<file path="src/dq_defines.svh">
`ifndef DQ_DEFINES_SVH
`define DQ_DEFINES_SVH

// filtered samples per measurement window
`define DQ_WIN_LEN 64

// mid-scale code of the adc
`define DQ_MID 128

// a spike must stand out from both neighbours by more than this
`define DQ_SPIKE_STEP 24

// largest distance from mid-scale after clipping
`define DQ_CLIP_SPAN 100

// extra room given to the positive excursion when accepting a new max
`define DQ_MAX_SLACK 4

// max may exceed the mirrored min by this much before it is corrected
`define DQ_ASYM_MARGIN 5

`endif

</file>
<file path="src/dq_report_pkg.sv">
`default_nettype none

package dq_report_pkg;

    // code width of the reported min and max
    typedef logic [7:0] stat_code_t;
    // mid-scale crossings per window
    typedef logic [9:0] cross_cnt_t;
    // spikes removed per window
    typedef logic [7:0] spike_cnt_t;

    // statistics of one window in 34 bits
    typedef struct packed {
        stat_code_t min_code;
        stat_code_t max_code;
        cross_cnt_t crossings;
        spike_cnt_t spikes;
    } win_stats_t;

    localparam int WIN_STATS_W = $bits(win_stats_t);

endpackage

`default_nettype wire

</file>
<file path="src/dq_sample_pkg.sv">
`default_nettype none

package dq_sample_pkg;

    // unsigned raw adc code centred on mid-scale
    typedef logic [7:0] sample_t;

    // sample after the spike filter
    // spike marks a replaced sample
    // clip marks a sample pulled back into range
    typedef struct packed {
        sample_t value;
        logic    spike;
        logic    clip;
    } filt_sample_t;

    // payload width of stage 1 in bits
    localparam int FILT_SAMPLE_W = $bits(filt_sample_t);

endpackage

`default_nettype wire

</file>
<file path="src/dq_stream_if.sv">
`timescale 1ns/1ps
`default_nettype none

// valid-only stream between pipeline stages
// a beat is taken on every rising clk with valid high
interface dq_stream_if #(
    parameter type payload_t = logic [7:0]
);

    logic     valid;
    payload_t data;

    // producing stage
    modport src (
        output valid,
        output data
    );

    // consuming stage
    modport dst (
        input valid,
        input data
    );

endinterface

`default_nettype wire

</file>
<file path="src/data_quant.sv">
`timescale 1ns/1ps
`default_nettype none

// adc sample conditioning
// spike filter, then window statistics, then held report
module data_quant import dq_sample_pkg::*, dq_report_pkg::*; (
    input  logic       clk,
    input  logic       rst,
    input  logic       sample_valid,
    input  sample_t    sample_data,
    output stat_code_t min,
    output stat_code_t max,
    output cross_cnt_t crossings,
    output spike_cnt_t spikes,
    output logic       result_valid
);

    // filtered samples into the tracker
    dq_stream_if #(.payload_t(filt_sample_t)) s1_if ();
    // one beat per window into the reporter
    dq_stream_if #(.payload_t(win_stats_t))   s2_if ();

    spike_filter u_spike_filter (
        .clk      (clk),
        .rst      (rst),
        .in_valid (sample_valid),
        .in_data  (sample_data),
        .out      (s1_if.src)
    );

    extrema_tracker u_extrema_tracker (
        .clk (clk),
        .rst (rst),
        .in  (s1_if.dst),
        .out (s2_if.src)
    );

    window_report u_window_report (
        .clk          (clk),
        .rst          (rst),
        .in           (s2_if.dst),
        .min          (min),
        .max          (max),
        .crossings    (crossings),
        .spikes       (spikes),
        .result_valid (result_valid)
    );

endmodule

`default_nettype wire

</file>
<file path="src/extrema_tracker.sv">
`timescale 1ns/1ps
`default_nettype none

`include "dq_defines.svh"

// stage 2
// gathers min, gated max, crossings and spikes over one window
module extrema_tracker import dq_sample_pkg::*, dq_report_pkg::*; (
    input  logic     clk,
    input  logic     rst,
    dq_stream_if.dst in,
    dq_stream_if.src out
);

    localparam int         CNT_W = $clog2(`DQ_WIN_LEN + 1);
    localparam logic [8:0] MID9  = 9'(`DQ_MID);
    localparam logic [8:0] SLACK = 9'(`DQ_MAX_SLACK);

    logic [CNT_W-1:0] cnt;
    stat_code_t       run_min;
    stat_code_t       run_max;
    cross_cnt_t       run_cross;
    spike_cnt_t       run_spk;
    // previous sample lay at or above mid-scale
    logic             prev_side;
    logic             side_known;

    sample_t          d;
    logic             side;
    logic [8:0]       d_dist;
    logic [8:0]       min_dist;
    logic             accept;
    logic             last;
    win_stats_t       nxt;

    always_comb begin
        d        = in.data.value;
        side     = ({1'b0, d} >= MID9);
        d_dist   = side ? ({1'b0, d} - MID9) : (MID9 - {1'b0, d});
        min_dist = MID9 - {1'b0, run_min};
        // new max only if it stays near the mirror of the min
        accept   = ({1'b0, run_min} > MID9) || (d_dist < min_dist + SLACK);
        last     = (cnt == CNT_W'(`DQ_WIN_LEN - 1));

        nxt.min_code  = run_min;
        nxt.max_code  = run_max;
        if (d < run_min) begin
            nxt.min_code = d;
        end else if ((d > run_max) && accept) begin
            nxt.max_code = d;
        end
        nxt.crossings = run_cross;
        if (side_known && (side != prev_side)) begin
            nxt.crossings = run_cross + cross_cnt_t'(1);
        end
        nxt.spikes = run_spk + spike_cnt_t'(in.data.spike);
    end

    always_ff @(posedge clk or negedge rst) begin
        if (!rst) begin
            cnt        <= '0;
            run_min    <= 8'hff;
            run_max    <= 8'h00;
            run_cross  <= '0;
            run_spk    <= '0;
            prev_side  <= 1'b0;
            side_known <= 1'b0;
            out.valid  <= 1'b0;
        end else begin
            out.valid <= in.valid && last;
            if (in.valid) begin
                // side history runs across window boundaries
                prev_side  <= side;
                side_known <= 1'b1;
                if (last) begin
                    cnt       <= '0;
                    run_min   <= 8'hff;
                    run_max   <= 8'h00;
                    run_cross <= '0;
                    run_spk   <= '0;
                end else begin
                    cnt       <= cnt + CNT_W'(1);
                    run_min   <= nxt.min_code;
                    run_max   <= nxt.max_code;
                    run_cross <= nxt.crossings;
                    run_spk   <= nxt.spikes;
                end
            end
        end
    end

    // window result includes the closing sample
    always_ff @(posedge clk) begin
        if (in.valid && last) begin
            out.data <= nxt;
        end
    end

endmodule

`default_nettype wire

</file>
<file path="src/spike_filter.sv">
`timescale 1ns/1ps
`default_nettype none

`include "dq_defines.svh"

// stage 1
// removes isolated spikes and clips around mid-scale
// output lags the input by one accepted sample
module spike_filter import dq_sample_pkg::*; (
    input  logic           clk,
    input  logic           rst,
    input  logic           in_valid,
    input  sample_t        in_data,
    dq_stream_if.src       out
);

    localparam logic [8:0] STEP    = 9'(`DQ_SPIKE_STEP);
    localparam sample_t    CLIP_HI = sample_t'(`DQ_MID + `DQ_CLIP_SPAN);
    localparam sample_t    CLIP_LO = sample_t'(`DQ_MID - `DQ_CLIP_SPAN);

    // sample n-2 and sample n-1
    sample_t      hist_left;
    sample_t      hist_mid;
    // saturates at 2 once both history slots are valid
    logic [1:0]   fill;

    logic         spike_hi;
    logic         spike_lo;
    logic         is_spike;
    logic [8:0]   pair_sum;
    sample_t      fixed;
    filt_sample_t filt;

    always_comb begin
        // middle sample stands above both neighbours
        spike_hi = ({1'b0, hist_mid} > {1'b0, hist_left} + STEP) &&
                   ({1'b0, hist_mid} > {1'b0, in_data} + STEP);
        // or sits below both
        spike_lo = ({1'b0, hist_mid} + STEP < {1'b0, hist_left}) &&
                   ({1'b0, hist_mid} + STEP < {1'b0, in_data});
        is_spike = spike_hi || spike_lo;
        // mean of the neighbours, rounded down
        pair_sum = {1'b0, hist_left} + {1'b0, in_data};
        fixed    = is_spike ? pair_sum[8:1] : hist_mid;

        filt.spike = is_spike;
        filt.clip  = 1'b0;
        filt.value = fixed;
        if (fixed > CLIP_HI) begin
            filt.value = CLIP_HI;
            filt.clip  = 1'b1;
        end else if (fixed < CLIP_LO) begin
            filt.value = CLIP_LO;
            filt.clip  = 1'b1;
        end
    end

    // sample history shifts only on accepted input
    always_ff @(posedge clk) begin
        if (in_valid) begin
            hist_left <= hist_mid;
            hist_mid  <= in_data;
        end
    end

    always_ff @(posedge clk or negedge rst) begin
        if (!rst) begin
            fill      <= 2'd0;
            out.valid <= 1'b0;
        end else begin
            // first two samples only prime the history
            out.valid <= in_valid && (fill == 2'd2);
            if (in_valid && (fill != 2'd2)) begin
                fill <= fill + 2'd1;
            end
        end
    end

    always_ff @(posedge clk) begin
        if (in_valid && (fill == 2'd2)) begin
            out.data <= filt;
        end
    end

endmodule

`default_nettype wire

</file>
<file path="src/window_report.sv">
`timescale 1ns/1ps
`default_nettype none

`include "dq_defines.svh"

// stage 3
// mirrors an oversized max and holds the results between windows
module window_report import dq_report_pkg::*; (
    input  logic       clk,
    input  logic       rst,
    dq_stream_if.dst   in,
    output stat_code_t min,
    output stat_code_t max,
    output cross_cnt_t crossings,
    output spike_cnt_t spikes,
    output logic       result_valid
);

    localparam logic [8:0] MID9   = 9'(`DQ_MID);
    localparam logic [8:0] MARGIN = 9'(`DQ_ASYM_MARGIN);

    logic [8:0] max_dist;
    logic [8:0] min_dist;
    logic       mirror;
    stat_code_t max_fixed;

    always_comb begin
        max_dist  = {1'b0, in.data.max_code} - MID9;
        min_dist  = MID9 - {1'b0, in.data.min_code};
        // only when the window straddles mid-scale
        mirror    = ({1'b0, in.data.max_code} > MID9) &&
                    ({1'b0, in.data.min_code} < MID9) &&
                    (max_dist > min_dist + MARGIN);
        max_fixed = mirror ? stat_code_t'(MID9 + min_dist) : in.data.max_code;
    end

    always_ff @(posedge clk or negedge rst) begin
        if (!rst) begin
            min          <= '0;
            max          <= '0;
            crossings    <= '0;
            spikes       <= '0;
            result_valid <= 1'b0;
        end else begin
            result_valid <= in.valid;
            if (in.valid) begin
                min       <= in.data.min_code;
                max       <= max_fixed;
                crossings <= in.data.crossings;
                spikes    <= in.data.spikes;
            end
        end
    end

endmodule

`default_nettype wire
</file>
<file path="config.mk">
export PLATFORM = sky130hd
export DESIGN_NAME = data_quant
export DESIGN_NICKNAME = d
export VERILOG_FILES = /design/src/dq_report_pkg.sv /design/src/dq_sample_pkg.sv /design/src/dq_stream_if.sv /design/src/data_quant.sv /design/src/extrema_tracker.sv /design/src/spike_filter.sv /design/src/window_report.sv
export VERILOG_INCLUDE_DIRS = /design/src
export SDC_FILE = /design/constraint.sdc
export NUM_CORES = 1
export LEC_CHECK = 0
export ABC_AREA = 1
export BUFFER_PORTS_ARGS = -buffer_cell sky130_fd_sc_hd__buf_2
export CAP_MARGIN = 30
export CELL_PAD_IN_SITES_DETAIL_PLACEMENT = 1
export CELL_PAD_IN_SITES_GLOBAL_PLACEMENT = 1
export CORE_ASPECT_RATIO = 1.25
export CORE_MARGIN = 4
export CORE_UTILIZATION = 24
export CTS_BUF_LIST = sky130_fd_sc_hd__clkbuf_8 sky130_fd_sc_hd__clkbuf_16
export DETAILED_ROUTE_END_ITERATION = 16
export GPL_TIMING_DRIVEN = 0
export PLACE_DENSITY = 0.51
export SETUP_SLACK_MARGIN = 0.1
export SLEW_MARGIN = 20
export SYNTH_ARGS = -nofsm -noshare
export SYNTH_HDL_FRONTEND = slang
export SYNTH_SLANG_ARGS = --single-unit
</file>
<file path="constraint.sdc">
create_clock -name clk -period 2.8 [get_ports clk]
set_input_delay 0.42 -clock clk [delete_from_list [all_inputs] [get_ports clk]]
set_output_delay 0.42 -clock clk [all_outputs]
set_load 0.005 [all_outputs]
</file>
After elaboration in Yosys (flattened, before gate mapping). Index checks and enable logic that the tools add are counted.

Bits in latches: 0. Memories kept: 0. Register bits after elaboration: 141. RAM bits: 0. Bits of input ports: 11. ROM bits: 0.

Multiplexer cells: 13. Order comparisons: 14. Shift operators: 0. Bitwise logic cells: 0. Multiply operators: 0. Add/sub/neg operators: 16. Equality and inequality tests: 4. Reductions and logical operators: 12. Divide/modulo/power cells: 0.

Operator list (number): two-way mux 8 bit (9); adder 8 x 5 -> 9 bit (second input constant) (3); subtractor 8 x 8 -> 9 bit (first input constant) (3); > comparator 8 bit (second input constant) (3); two-way mux 10 bit (2); adder 9 x 3 -> 9 bit (second input constant) (2); > comparator 8 x 9 -> 1 bit (2); < comparator 9 x 8 -> 1 bit (2); subtractor 8 x 8 -> 9 bit (second input constant) (2); adder 10 x 1 -> 10 bit (second input constant) (1); adder 8 x 8 -> 9 bit (1); > comparator 9 bit (1); logical AND 1 bit (9); < comparator 9 bit (1); two-way mux 9 bit (1); adder 8 x 1 -> 8 bit (1); adder 8 bit (first input constant) (1); greater-or-equal comparator 8 bit (second input constant) (1); > comparator 8 bit (1); < comparator 8 x 5 -> 1 bit (second input constant) (1); < comparator 8 bit (1); < comparator 8 bit (second input constant) (1); adder 7 x 1 -> 7 bit (second input constant) (1); == test 7 x 6 -> 1 bit (second input constant) (1); other kinds (7) (8).

Longest topological paths before layout. Gate-level depths: netlist (run 1).

Depth after elaboration: 8. Depth in mapped cells: 22.

Hierarchy. From an unflattened synthesis (run 1), not the netlist that was laid out.

Cell total of the unflattened synthesis: 1009. Area, all modules: 8739.6 µm².

By module, submodules not included: extrema_tracker (area each 4249.1 µm², sequential area each 2132.0 µm², instances 1, cells an instance 452); spike_filter (area each 2461.1 µm², sequential area each 855.8 µm², instances 1, cells an instance 287); window_report (area each 2029.4 µm², sequential area each 875.8 µm², instances 1, cells an instance 270).

Worst setup path before layout (run 1). No wires, ideal clock.

Path type: register to register. Start point: register, netlist name u_extrema_tracker.out.data[26]. End point: register u_window_report.max[3]. Slack: -0.168 ns. Data arrival time: 2.832 ns. Clock period less this slack: 2.968 ns. Cell stages (with the launch flop): 21. Cell sequence: edfxtp_1 inv_1 ha_1 nand2_1 nor2_1 inv_1 nor2_1 inv_1 o21ai_0 nand2_1 o311ai_0 ha_1 nand2_1 nor3_1 a32o_1 nor3_1 nand2_1 inv_2 nand2_1 o211ai_1 o21ai_0.

Word-level cells in the longest chain between the ends: 5. Elaborated cells between the ends (all ways): 8.

RTL lines: subtractor 8 x 8 -> 9 bit (RTL line window_report.sv:29) `min_dist = MID9 - {1'b0, in.data.min_code};`; adder 9 x 3 -> 9 bit (RTL line window_report.sv:33) `(max_dist > min_dist + MARGIN);`; > comparator 9 bit (RTL line window_report.sv:33); logical AND 1 bit (RTL line window_report.sv:32) `({1'b0, in.data.min_code} < MID9) &&`; two-way mux 8 bit * (RTL line window_report.sv:34) `max_fixed = mirror ? stat_code_t'(MID9 + min_dist) : in.data.max_code;`; end signal: assignment (RTL line window_report.sv:48) `max <= max_fixed;`; end: declaration (RTL line window_report.sv:13) `output stat_code_t max,`.

Every way passes the cells marked *; elsewhere a longest branch is shown, timed or not. A chain may end at the register's enable or synchronous reset.

Worst setup path in the final report (run 1).
Start point: register, netlist name u_extrema_tracker.out.data[26]. End point: register u_window_report.max[3].

Word-level cells in the longest chain between the ends: 5. Elaborated cells between the ends (all ways): 8.

RTL lines (RTL line): subtractor 8 x 8 -> 9 bit (window_report.sv:29); adder 9 x 3 -> 9 bit (window_report.sv:33); > comparator 9 bit (window_report.sv:33); logical AND 1 bit (window_report.sv:32); two-way mux 8 bit * (window_report.sv:34).

Marks and branches as above.

==> run summary, run 1 <==
The run finished, with violations left. The checks that failed: setup timing. Number of antenna violations at the first check in global routing: 0.

TritonCTS built the clock tree. The worst hold path begins at sample_data[0]. In this run the power density over the cells is 772.0 nW/µm². The run gives 0.7670 as the last weighted congestion value of the routability-driven placer. The post-route fraction of the period consumed by the critical path was 116.8%. The run gives 8173 µm² as the cell area after synthesis. In the final layout, the share of cells above drive strength 1 is 30.52%. The routed layout has 6,354 vias.

The logs give 1,082 for the count of nets after finishing and 0 for the number of remaining DRC errors. 46 I/O pins were placed. Along the worst path, the maximum fanout reaches 5. The slew at the pin closest to its max-slew limit came out at 700.2 ps. After layout, the minimum clock period comes to 3270 ps. The tools report the sum of overflow across all layers after global routing as 0. Startpoint of the worst register-to-register path: u_extrema_tracker.out.data[26]$_DFFE_PP_. In the synthesized netlist the dominant register cell turns out to be sky130_fd_sc_hd__dfrtp_1. The Yosys step of the flow raised 0 warnings. Clock tree synthesis selected as its root buffer the cell sky130_fd_sc_hd__clkbuf_16. The clock arrives with 12.58 ps of skew.

0 antenna diodes ended up in the layout. The wire-length estimate of the detail-placed layout is 15,550 µm. The register bit count reported by yosys is 141. From left edge to right edge, the die measures 173.1 µm. The buffer depth of the longest clock path is 2, and the final design instance area without fill is 10,740 µm². The tools report the achievable clock frequency as 305.8 MHz. By area the synthesized netlist is led by sky130_fd_sc_hd__dfrtp_1 (23%), sky130_fd_sc_hd__edfxtp_1 (22%), sky130_fd_sc_hd__ha_1 (12%), sky130_fd_sc_hd__nand2_1 (6.8%), sky130_fd_sc_hd__inv_1 (5.9%). Summing all placed instances gives a cell area of 9024 µm². At the later pin of the worst-skew pair, clock insertion delay measures 430 ps. Once the floorplan was initialized, standard cells occupied 24.33% of the core. The routed wire length was 21,490 µm. The run gives 4 as the deepest level of the CTS H-tree.

The tool flagged a number of max-cap violations equal to 0. The floorplan step set the die height to 214.3 µm. Routed wirelength normalized by instance count: 15.04 µm. The tools report the static leakage power as 5.008 nW.

The tools report the fill cell total of the finished layout as 3,852. The hold violation total from the final report was 0. For this run, the total global-route usage over all layers was measured as 11.84%. The cell count after synthesis came out at 862. The region available for standard cell placement spans 33,590 µm².

The first-pass GRT wire length was 35,760 µm; the number of clock sinks seen by CTS was 141. The run gives 951 as the net count after synthesis. The count of input and output buffers came out at 45.

The worst setup path is captured at a register. After the first detailed-routing iteration, the DRC count stood at 333. The tools report the arrival time at the worst endpoint as 3560 ps.

The biggest area contributor in the post-synthesis netlist is sky130_fd_sc_hd__dfrtp_1. Counting instances in the post-synthesis netlist gives the leading cell types as sky130_fd_sc_hd__nand2_1 (149), sky130_fd_sc_hd__inv_1 (129), sky130_fd_sc_hd__ha_1 (77). The run gives 58 as the largest net degree at the start of global routing. The worst setup path is launched from a register. The count of different cell masters after synthesis was 50. The critical path launch point is u_extrema_tracker.out.data[26]$_DFFE_PP_. The worst-case IR drop observed on VDD is 0.2973 mV.

The count of TritonRoute iterations in the first routing pass was 4; the fraction of synthesis flops using an asynchronous set or reset pin was 58.16%. The tools report the required time of the critical path as 3090 ps. In the routed layout, each cell is associated on average with a via count of 4.446. Yosys mapped a number of flops with a built-in enable equal to 59. Among all cell types in the netlist, the one instantiated most often is sky130_fd_sc_hd__nand2_1. The number of global-route vias before repair came out at 6,926. The sequential share of the synthesized area is 46.91%. The area fraction of the dominant cell type after synthesis is 22.66%, and the remaining max-slew budget at the tightest pin is 53.21%. Setup repair after global routing could not meet its margin everywhere.

The tools report the number of antenna-violating nets in the routed design as 0. The accumulated negative setup slack is -4322 ps, and the area enclosed by the die boundary is 37,090 µm². The signed area change from the synthesized netlist to the final layout was 31.40%.

Clock-pin slew was measured on the worst setup and hold paths at 70 ps. The worst hold path belongs to the class input port to register. Setup violations remaining at the end of the flow were counted as 15. The logs give -470.2 ps for the slack of the critical path and 75 for the placement row count. The logs give 0 for the final max-slew violation count and 17 for the total clock buffers created by CTS. The critical path in this run is classified as register to register.

The average instance in the mapped netlist occupies 9.481 µm².
==> cell type report <==
class | instances | area, µm² | share of cell area [%]
multi-input cells | 572 | 4344 | 40.45
well taps | 423 | 529.3 | 4.928
repair buffers | 109 | 815.8 | 7.596
clock buffers | 17 | 425.4 | 3.961
flip-flops and latches | 141 | 3834 | 35.70
inverters | 137 | 521.8 | 4.858
repair inverters | 1 | 7.507 | 0.06991
plain buffers | 14 | 63.81 | 0.5942
clock inverters | 15 | 197.7 | 1.841
==> sequential cells by signal, summed over array words and instances, names as in the netlist <==
signal / flops
u_extrema_tracker.cnt: 7
u_extrema_tracker.out.data: 34
u_extrema_tracker.out.valid: 1
u_extrema_tracker.prev_side: 1
u_extrema_tracker.run_cross: 10
u_extrema_tracker.run_max: 8
u_extrema_tracker.run_min: 8
u_extrema_tracker.run_spk: 8
u_extrema_tracker.side_known: 1
u_spike_filter.fill: 2
u_spike_filter.hist_left: 8
u_spike_filter.hist_mid: 8
u_spike_filter.out.data: 9
u_spike_filter.out.valid: 1
u_window_report.crossings: 10
u_window_report.max: 8
u_window_report.min: 8
u_window_report.result_valid: 1
u_window_report.spikes: 8
==> where the power goes <==
part / total (mW) / switching (mW) / internal [mW]
Sequential: 2.83 / 0.275 / 2.55
Clock: 2.41 / 1.04 / 1.37
Combinational: 3.05 / 1.75 / 1.30
Total: 8.29 / 3.07 / 5.22
==> cell families (layout without fill, tap and decap cells) <==
logic type | count (synthesis) | after routing | share of synthesized area [%]
other | 1 | 1 | 0.04588
DFF | 141 | 141 | 46.91
and+or+nand+nor | 275 | 277 | 15.66
xor gates and xnor gates | 53 | 53 | 5.680
adders and majority gates | 78 | 78 | 12.03
muxes | 19 | 19 | 2.618
AOI/OAI and AO/OA | 144 | 144 | 10.10
buffers and inverters | 151 | 293 | 6.950
==> worst max-delay path, cell delays in order (launching register included) <==
cell and delay (ps):
sky130_fd_sc_hd__edfxtp_1 450, sky130_fd_sc_hd__buf_6 160, sky130_fd_sc_hd__inv_4 50, sky130_fd_sc_hd__ha_4 140
sky130_fd_sc_hd__nand2_1 50, sky130_fd_sc_hd__nor2_1 80, sky130_fd_sc_hd__inv_1 60, sky130_fd_sc_hd__nand2_1 120
sky130_fd_sc_hd__nand2_2 110, sky130_fd_sc_hd__nor3b_4 250, sky130_fd_sc_hd__nand3_2 110, sky130_fd_sc_hd__xnor2_1 140
sky130_fd_sc_hd__ha_1 300, sky130_fd_sc_hd__nand2_2 70, sky130_fd_sc_hd__nor3_2 140, sky130_fd_sc_hd__a32o_2 200
sky130_fd_sc_hd__nor3_2 50, sky130_fd_sc_hd__nand2_2 190, sky130_fd_sc_hd__clkinvlp_4 160, sky130_fd_sc_hd__o211ai_1 190
sky130_fd_sc_hd__o21ai_1 80
==> routing by layer <==
metal | share of wire (%) | global-route usage [%] | up-vias
met5 | 0 | 0 | -
met4 | 2.0 | 4.046 | 0
met3 | 2.5 | 2.486 | 25
met2 | 54 | 22.09 | 78
met1 | 42 | 13.32 | 3100
li1 | - | - | 3151
==> timing repair <==
action	in CTS	in global routing
buffers inserted	52	9
hold endpoints to repair	17	0
pin swaps	50	39
endpoints found under the setup margin	32	31
hold buffers	1	0
cloned	4	0
resized for setup	103	64
==> placed cells by master (no fill, tap or decap), types with 32 or more instances in the layout <==
master,instances
sky130_fd_sc_hd__dfrtp_1,74
sky130_fd_sc_hd__o21ai_0,32
sky130_fd_sc_hd__edfxtp_1,59
sky130_fd_sc_hd__a21oi_1,40
sky130_fd_sc_hd__buf_2,44
sky130_fd_sc_hd__nand2_1,121
sky130_fd_sc_hd__nor2_1,34
sky130_fd_sc_hd__xor2_1,40
sky130_fd_sc_hd__inv_1,112
sky130_fd_sc_hd__ha_1,68
sky130_fd_sc_hd__buf_4,48
==> final timing paths <==
check	to	slack, ps	cells after the start
worst min register to register	u_window_report.result_valid$_DFF_PN0_	460	0
worst max-delay path	u_window_report.max[3]$_DFFE_PN0P_	-470	20
max in group asynchronous	u_extrema_tracker.run_spk[2]$_DFFE_PN0P_	1780	3
min in group asynchronous	u_window_report.min[5]$_DFFE_PN0P_	410	2
worst min-delay path	u_spike_filter.hist_mid[0]$_DFFE_PP_	210	1
worst max register to register	u_window_report.max[3]$_DFFE_PN0P_	-470	20
==> per-stage QoR <==
step | hold slack, ps | instances | setup slack, ps | utilization, % | total power [mW]
finish | 211.0 | 1429 | -470.2 | 31.97 | 8.290
detailed placement | 309.6 | 1332 | -696.2 | 26.86 | 5.116
CTS | 197.2 | 1421 | -393.1 | 30.91 | 8.092
global route | 195.6 | 1429 | -633.5 | 31.97 | 8.923
floorplan | 124.4 | 862 | -55.31 | - | 4.438
global placement | 435.5 | 1330 | -978.8 | 26.66 | 5.059
(Power assumes the default switching activity.)
==> run 2, diff against run 1 <==
- BUFFER_PORTS_ARGS: -buffer_cell sky130_fd_sc_hd__buf_2 -> -buffer_cell sky130_fd_sc_hd__buf_4
- CORE_ASPECT_RATIO: 1.25 -> 0.5
==> run 2 against run 1 <==
Effect of this change: combinational power shrank 3%; flip-flop and latch count stayed put; via count fell by 1.1%; final area decreased by 0.79%; global-route usage grew 0.63 points; sequential share of layout area increased by 0.28 points; clock skew increased by 3.2 ps; first-iteration DRC count down 21%; final cell count is 0.14% higher; register-to-register slack better by 90 ps; count of clock-buffer cells in the layout up 3; non-clock buffer count shrank 15; the flow still finishes with violations (setup timing).
==> run summary, run 2 (synthesis results as in run 1) <==
The flow ran to the end, but the final reports show violations. The checks that failed: setup timing. Clock-pin slew was measured on the worst setup and hold paths at 60 ps. The tools report the static leakage power as 4.933 nW.

Data arrives at the worst endpoint at 3480 ps. The critical path endpoint category is a register. The register with the most flip-flops in the final layout is u_extrema_tracker.out.data.

The critical path is of the register to register type. The logs give 141 for the number of clock sinks seen by CTS and 22,410 µm for the routed wire length. In this run the remaining antenna-violating nets after routing total 0. Share of cells above drive strength 1: 28.48%.

The library cell appearing most often on the critical path was sky130_fd_sc_hd__inv_2. TritonCTS built the clock tree. Data on the critical path is required at its endpoint by 3090 ps. The routed layout has 6,285 vias. For this run, the total global-route usage over all layers was measured as 12.47%. The part of the power in registers was 35.0%. The first detailed-routing pass ran for 4 iterations. In the layout the commonest cells are sky130_fd_sc_hd__nand2_1 (123), sky130_fd_sc_hd__inv_1 (120), sky130_fd_sc_hd__buf_4 (80). In this run the power density over the cells is 762.8 nW/µm².

The largest vdd supply drop came out at 0.4604 mV. From synthesis to final layout, the design area changed by 30.36%. In the final layout, the registers with the most flip-flops are u_extrema_tracker.out.data: 34 flops, u_extrema_tracker.run_cross: 10 flops, u_window_report.crossings: 10 flops.

Clock skew on the completed layout was measured at 15.75 ps. The run gives 0 as the number of antenna violations at the first check in global routing. Pin placement for this block handled 46 I/O pins. The hold violation total from the final report came out at 0.

The number of antenna diodes in the final layout is 0. In this run, post-CTS hold repair placed 0 buffers. Port buffering added 45 buffers.

The final max-slew violation count came out at 0. Cell type of the slowest stage on the worst timing path: sky130_fd_sc_hd__edfxtp_1. Buffer depth of the longest clock path: 2. The total clock buffers created by CTS is 17, and the deepest level of the CTS H-tree is 4. After detailed routing, the average wire length per cell comes to 15.66 µm. Per report_power, the clock group accounts for 28.6% of the total. The leading cell type in the layout, fill and taps excluded was sky130_fd_sc_hd__nand2_1. The number of max-cap violations was 0; the placement row count was 47. The tree is rooted in a sky130_fd_sc_hd__clkbuf_16. The kind of start point of the critical path is a register. Per report_power, the combinational group accounts for 36.4% of the total. In this run the worst setup path begins at u_extrema_tracker.out.data[26]$_DFFE_PP_. The critical path goes through inv_2, ha_4, nand2_4, nor2_4, inv_2, nor2_4, inv_2, buf_4, nand4_1, o311ai_2, ha_1, nand2_2, nor3_2, a32o_2, nor3_2, nand2_2, buf_6, o21ai_1, o22ai_1. Headroom to the max-slew limit came out at 43.14%. The count of nets after finishing was 1,066; the final count of negative-setup-slack endpoints was 14.

On the worst path, the slowest cell contributes a delay of 490 ps. The buffer and inverter count on the worst path is 5, and the time the final worst path needs with I/O delays and setup is 3183 ps. The vertical die dimension was 138.5 µm; the sum of overflow across all layers after global routing was 0.

The sum of net half-perimeters after detailed placement is 16,140 µm. The post-route fraction of the period consumed by the critical path came out at 113.7%. The area enclosed by the die boundary was 37,250 µm².

The number of vias per cell after detailed routing is 4.392, and the achievable clock frequency is 314.2 MHz. The run gives 6,892 as the number of global-route vias before repair. The number of flip-flops in the largest register works out to 34.

The congestion estimate from routability-driven global placement came to 0.8087. The slack of the critical path is -382.9 ps, and the accumulated negative setup slack is -3081 ps. The net switching fraction of the power works out to 36.37%. For this configuration, the core starts out at a cell density of 24.51%. In this run the power spent charging and discharging nets is 2.956 mW. At the pin with the least slew margin, the transition time is 852.9 ps. The first-pass GRT wire length came out at 36,850 µm. Entering global routing, the biggest net connects 83 pins.

The initial detailed-routing violation count is 264, and the internal power of the cells is 5.171 mW. The register-to-register setup slack was -380 ps. The fill cell total of the finished layout is 3,789, and the area of the placeable core is 33,340 µm². From left edge to right edge, the die measures 269.0 µm. The tightest min-delay check is of the input port to asynchronous set/reset pin type. Setup repair after global routing could not meet its margin everywhere. The largest fanout of any net on the critical path was 4. The cell family contributing the most delay on the critical path is compound AO/OA/AOI/OAI gates.

Total power for the finished layout comes to 8.127 mW. The insertion delay of the later-clocked pin in the worst-skew pair came out at 440 ps. The startpoint identified for the worst register-to-register timing path is u_extrema_tracker.out.data[26]$_DFFE_PP_. The run gives 0 as the number of remaining DRC errors.
run 2: cell types whose count changed in the layout (fill, tap and decap cells not counted), sizes merged:
cell / previous run / this run
clkbuf: 28 / 31
dlygate4sd3: 1 / 0
nand2: 161 / 160
clkinvlp: 1 / 0
inv: 145 / 143
buf: 111 / 97
run 2: worst paths after layout:
path                                                    endpoint  cells after the start
min in group clk            u_spike_filter.hist_mid[1]$_DFFE_PP_                      1
max in group asynchronous     u_spike_filter.fill[0]$_DFFE_PN0P_                      1
min                           u_window_report.min[6]$_DFFE_PN0P_                      1
max reg2reg                   u_window_report.max[7]$_DFFE_PN0P_                     19
max                           u_window_report.max[7]$_DFFE_PN0P_                     19
min reg2reg                u_spike_filter.hist_left[0]$_DFFE_PP_                      0
run 2: through the flow:
stage | hold slack [ps] | worst slack, ps | cells | utilization, % | area (µm²)
floorplan | 124.4 | -55.31 | 862 | - | 8200
global placement | 432.7 | -793.4 | 1348 | 27.26 | 9090
detailed placement | 449.2 | -798.2 | 1349 | 27.36 | 9121
CTS | 98.40 | -429.2 | 1421 | 31.07 | 10360
global route | 138.8 | -630.5 | 1431 | 31.95 | 10650
finish | 37.14 | -382.9 | 1431 | 31.95 | 10650
run 2: metal layers:
layer | routed length, µm | vias up | track usage [%]
li1 | - | 3117 | -
met1 | 11050 | 3101 | 16.77
met2 | 10540 | 49 | 20.42
met3 | 563 | 18 | 2.717
met4 | 248 | 0 | 3.242
met5 | 0 | - | 0
run 2: what timing repair did:
item | in CTS | in global routing
setup buffers | 38 | 9
resized for setup | 106 | 59
gates cloned | 2 | 1
endpoints found under the setup margin | 31 | 33
hold endpoints to repair | 0 | 0
pin swaps | 41 | 25
run 2: area by class of cell:
| type | instances | area, µm² | area share [%] |
|---|---|---|---|
| multi-input cells | 571 | 4312 | 40.47 |
| flip-flops and latches | 141 | 3834 | 35.98 |
| repair buffers | 94 | 770.7 | 7.234 |
| well taps | 441 | 551.8 | 5.179 |
| inverters | 137 | 519.2 | 4.874 |
| clock buffers | 20 | 478.0 | 4.486 |
| clock inverters | 12 | 118.9 | 1.116 |
| plain buffers | 14 | 65.06 | 0.6107 |
| repair inverters | 1 | 5.005 | 0.04698 |
run 2: power groups by stage:
stage               Clock [mW]  Sequential (mW)  Combinational, mW
finish                    2.33             2.85               2.95
global route              2.50             2.89               3.36
CTS                       2.40             2.83               2.80
detailed placement           0             2.86               2.30
global placement             0             2.85               2.21
floorplan                    0             2.76               1.68
run 2: worst register-to-register path, cell delays in order (launching register included):
cell and delay [ps]:
sky130_fd_sc_hd__edfxtp_1 490, sky130_fd_sc_hd__inv_2 100, sky130_fd_sc_hd__ha_4 190, sky130_fd_sc_hd__nand2_4 80
sky130_fd_sc_hd__nor2_4 30, sky130_fd_sc_hd__inv_2 90, sky130_fd_sc_hd__nor2_4 40, sky130_fd_sc_hd__inv_2 90
sky130_fd_sc_hd__buf_4 140, sky130_fd_sc_hd__nand4_1 150, sky130_fd_sc_hd__o311ai_2 290, sky130_fd_sc_hd__ha_1 310
sky130_fd_sc_hd__nand2_2 80, sky130_fd_sc_hd__nor3_2 40, sky130_fd_sc_hd__a32o_2 260, sky130_fd_sc_hd__nor3_2 130
sky130_fd_sc_hd__nand2_2 140, sky130_fd_sc_hd__buf_6 170, sky130_fd_sc_hd__o21ai_1 130, sky130_fd_sc_hd__o22ai_1 80
==> run 3, diff against run 2 <==
- CORE_UTILIZATION: 24 -> 43
- PLACE_DENSITY: 0.51 -> 0.8
==> run 3 against run 2 <==
Effect of this change: the flow still finishes with violations (setup timing); highest routed layer unchanged; final cell count down 12%; via count up 7.2%; clock skew down 4.8 ps; largest cell class unchanged.
==> run summary, run 3 (synthesis results as in run 1) <==
In this run the remaining antenna-violating nets after routing total 0. The sum of overflow across all layers after global routing came out at 0. Summing all non-filler instances in the final layout gives an area of 10,820 µm². The number of cells on the worst reg-to-reg path is 16. Fill cells in the final layout number 2,049. The tools report the capture point of the worst reg-to-reg path as u_window_report.max[0]$_DFFE_PN0P_.

The placed instances occupy a cell area of 8925 µm². I/O pin count: 46. Along the worst path, the maximum fanout reaches 6. From left edge to right edge, the die measures 203.0 µm. The root cell of the clock tree was sky130_fd_sc_hd__clkbuf_16. Dividing the final minimum period by the clock period gives 126.4%. The run gives 19 as the final count of negative-setup-slack endpoints. The most congested layer reported by global routing was met2. The logs give 25,810 µm for the routed wire length and 0 for the number of max-cap violations.

Startpoint of the worst register-to-register path: u_extrema_tracker.out.data[26]$_DFFE_PP_. At the end of the flow, the number of nets in the layout was 1,083. The number of cells on the critical path is 16. Together, buffers and inverters on the worst path number 5. For the largest vdd supply drop, the log shows 0.4761 mV. In this design, the stage delay of the slowest critical-path cell is 490 ps. The utilization of the core after routing is 58.40%, and the slack of the critical path is -740.3 ps. At the pin with the least slew margin, the transition time is 664.9 ps. The number of antenna violations at the first check in global routing is 0.

For the hold violation total from the final report, the log shows 0. The repair_antennas step left the layout with diodes totalling 0. Traced cell by cell, the critical path runs through buf_4, buf_4, buf_4, ha_1, inv_2, a21oi_2, buf_4, xor2_1, ha_1, nand2_1, o21ai_0, a21boi_1, o21ai_0, nand2_4, o21ai_0, o22ai_1.

The run gives 55.67% as the remaining max-slew budget at the tightest pin. The register with the most flip-flops in the layout has 34 of them. The CTS clock-pin slew for the worst setup and hold paths is 60 ps.

Detailed placement finished with a half-perimeter wire length of 15,590 µm. Following the worst setup path forward leads to its endpoint at u_window_report.max[0]$_DFFE_PN0P_. In this run the worst setup path begins at u_extrema_tracker.out.data[26]$_DFFE_PP_.

The routed design could run at a clock period as short as 3540 ps. The tools report the register-to-register setup slack as -740 ps. The tools report the global routing usage summed across all routing layers as 22.53%. Among the stages of the critical path, the cell type that occurs most often is sky130_fd_sc_hd__buf_4. Data on the critical path is required at its endpoint by 3080 ps. The final reports fail on setup timing.

For this design the ratio of total power to cell area is 782.1 nW/µm². Insertion delay of the later-clocked pin in the worst-skew pair: 430 ps. Global routing used 4.150% of the available met3 tracks. Category of the most critical setup path: register to register. The count of input and output buffers is 45. The class of the tightest hold or removal check was input port to register. The number of vias per cell after detailed routing was 5.324; the global routing usage on met1 was 27.22%. Most flop-heavy register: u_extrema_tracker.out.data. The library cell used most frequently in the layout, excluding fill and tap cells, is sky130_fd_sc_hd__nand2_1. Counting every sink on the clock net gives 141.

The critical path endpoint category is a register. The share of cells above drive strength 1 is 33.37%. The tools report the worst clock skew as 10.92 ps.

In the final timing run, aggregate negative setup slack is -6268 ps. The logs give 5.047 nW for the static leakage power and 17 for the total clock buffers created by CTS. Among cell families on the critical path, the largest total delay comes from compound AO/OA/AOI/OAI gates.

The final max-slew violation count was 0. Based on the critical path, the design can be clocked at up to 282.5 MHz. In the layout the commonest cells are sky130_fd_sc_hd__nand2_1 (115), sky130_fd_sc_hd__inv_1 (109), sky130_fd_sc_hd__buf_4 (93). The floorplan has 35 rows.

Setup repair after global routing could not meet its margin everywhere. The tools report the initial detailed-routing violation count as 352. For this design, the slowest cell found on the critical path is sky130_fd_sc_hd__edfxtp_1. For this configuration, the core starts out at a cell density of 44.12%. The H-tree generated during clock tree synthesis spans 4 levels. The worst setup path is launched from a register.

The final route contains 6,740 vias. The longest clock path from root to sink contains 2 buffers. The routed wirelength normalized by instance count came out at 20.38 µm.

The worst hold margin came out at 193.4 ps. The floorplan step defined a die boundary enclosing 21,410 µm². The region available for standard cell placement spans 18,520 µm².

Compared with the post-synthesis result, the final layout area differs by 32.36%. Arrival time at the worst endpoint: 3820 ps. The first TritonRoute pass finished after 5 iterations. The first-pass GRT wire length is 38,230 µm, and the number of remaining DRC errors is 0. The flow ran to the end, but the final reports show violations. Last weighted congestion value of the routability-driven placer: 0.8461. The largest registers in the layout are u_extrema_tracker.out.data: 34 flops, u_extrema_tracker.run_cross: 10 flops, u_window_report.crossings: 10 flops. Number of global-route vias before repair: 7,374. The die is 105.5 µm tall. TritonCTS built the clock tree. The met2 track demand over resource in global routing is 41.17%, and the largest net degree at the start of global routing is 57.
[run 3: cell count changes in the layout (fill, tap and decap cells not counted), sizes merged]
| cell | change |
|---|---|
| clkinvlp | +2 |
| nand2 | +1 |
| dlygate4sd3 | +1 |
| buf | +15 |
| clkbuf | -3 |
| clkinv | +2 |
| bufinv | -1 |
[run 3: area by class of cell]
| type | count | area [µm²] | area share [%] |
|---|---|---|---|
| clock inverters | 15 | 138.9 | 1.284 |
| well taps | 259 | 324.1 | 2.996 |
| multi-input cells | 572 | 4569 | 42.24 |
| repair buffers | 110 | 935.9 | 8.651 |
| flip-flops and latches | 141 | 3834 | 35.44 |
| repair inverters | 1 | 7.507 | 0.06940 |
| clock buffers | 17 | 425.4 | 3.932 |
| plain buffers | 14 | 63.81 | 0.5899 |
| inverters | 137 | 519.2 | 4.800 |
[run 3: metal layers]
layer | routed length (µm) | vias to the layer above
met5 | 0 | -
met4 | 646 | 0
met3 | 802 | 47
met2 | 13650 | 146
met1 | 10710 | 3391
li1 | - | 3156
[run 3: how the worst min path moves through the flow]
stage / slack (ps) / startpoint / end / depth (start not counted)
final: 190 / sample_data[1] / u_spike_filter.hist_mid[1]$_DFFE_PP_ / 1
after global routing: 170 / sample_data[1] / u_spike_filter.hist_mid[1]$_DFFE_PP_ / 1
after CTS: 170 / sample_data[1] / u_spike_filter.hist_mid[1]$_DFFE_PP_ / 1
after detailed placement: 380 / rst / u_window_report.min[6]$_DFFE_PN0P_ / 1
after global placement: 440 / u_spike_filter.hist_mid[0]$_DFFE_PP_ / u_spike_filter.hist_left[0]$_DFFE_PP_ / 0
after floorplan: 120 / rst / u_extrema_tracker.cnt[0]$_DFFE_PN0P_ / 0
[run 3: through the flow]
step / instances / total power [mW] / worst slack [ps]
final: 1266 / 8.461 / -740.3
after global routing: 1266 / 8.954 / -868.5
after CTS: 1243 / 7.894 / -471.9
after detailed placement: 1168 / 5.151 / -697.3
after global placement: 1166 / 4.939 / -622.9
after floorplan: 862 / 4.438 / -55.31
[run 3: repair_timing]
item | in CTS | in global routing
hold buffers | 1 | 0
endpoints found under the setup margin | 30 | 31
cloned | 4 | 0
pin swaps | 48 | 58
setup buffers | 39 | 23
resized for setup | 112 | 102
hold endpoints to repair | 20 | 0
[run 3: worst reg2reg max path, cell delays in order, from the launching register on]
cell	delay [ps]
sky130_fd_sc_hd__edfxtp_1	490
sky130_fd_sc_hd__buf_4	180
sky130_fd_sc_hd__buf_4	120
sky130_fd_sc_hd__buf_4	140
sky130_fd_sc_hd__ha_1	200
sky130_fd_sc_hd__inv_2	80
sky130_fd_sc_hd__a21oi_2	80
sky130_fd_sc_hd__buf_4	160
sky130_fd_sc_hd__xor2_1	140
sky130_fd_sc_hd__ha_1	300
sky130_fd_sc_hd__nand2_1	100
sky130_fd_sc_hd__o21ai_0	330
sky130_fd_sc_hd__a21boi_1	130
sky130_fd_sc_hd__o21ai_0	310
sky130_fd_sc_hd__nand2_4	160
sky130_fd_sc_hd__o21ai_0	330
sky130_fd_sc_hd__o22ai_1	160
[run 3: report_power, final]
group | switching, mW | internal [mW] | leakage [nW]
logic | 2.03 | 1.35 | 3.10
clock network | 0.978 | 1.24 | 0.281
registers | 0.316 | 2.55 | 1.66
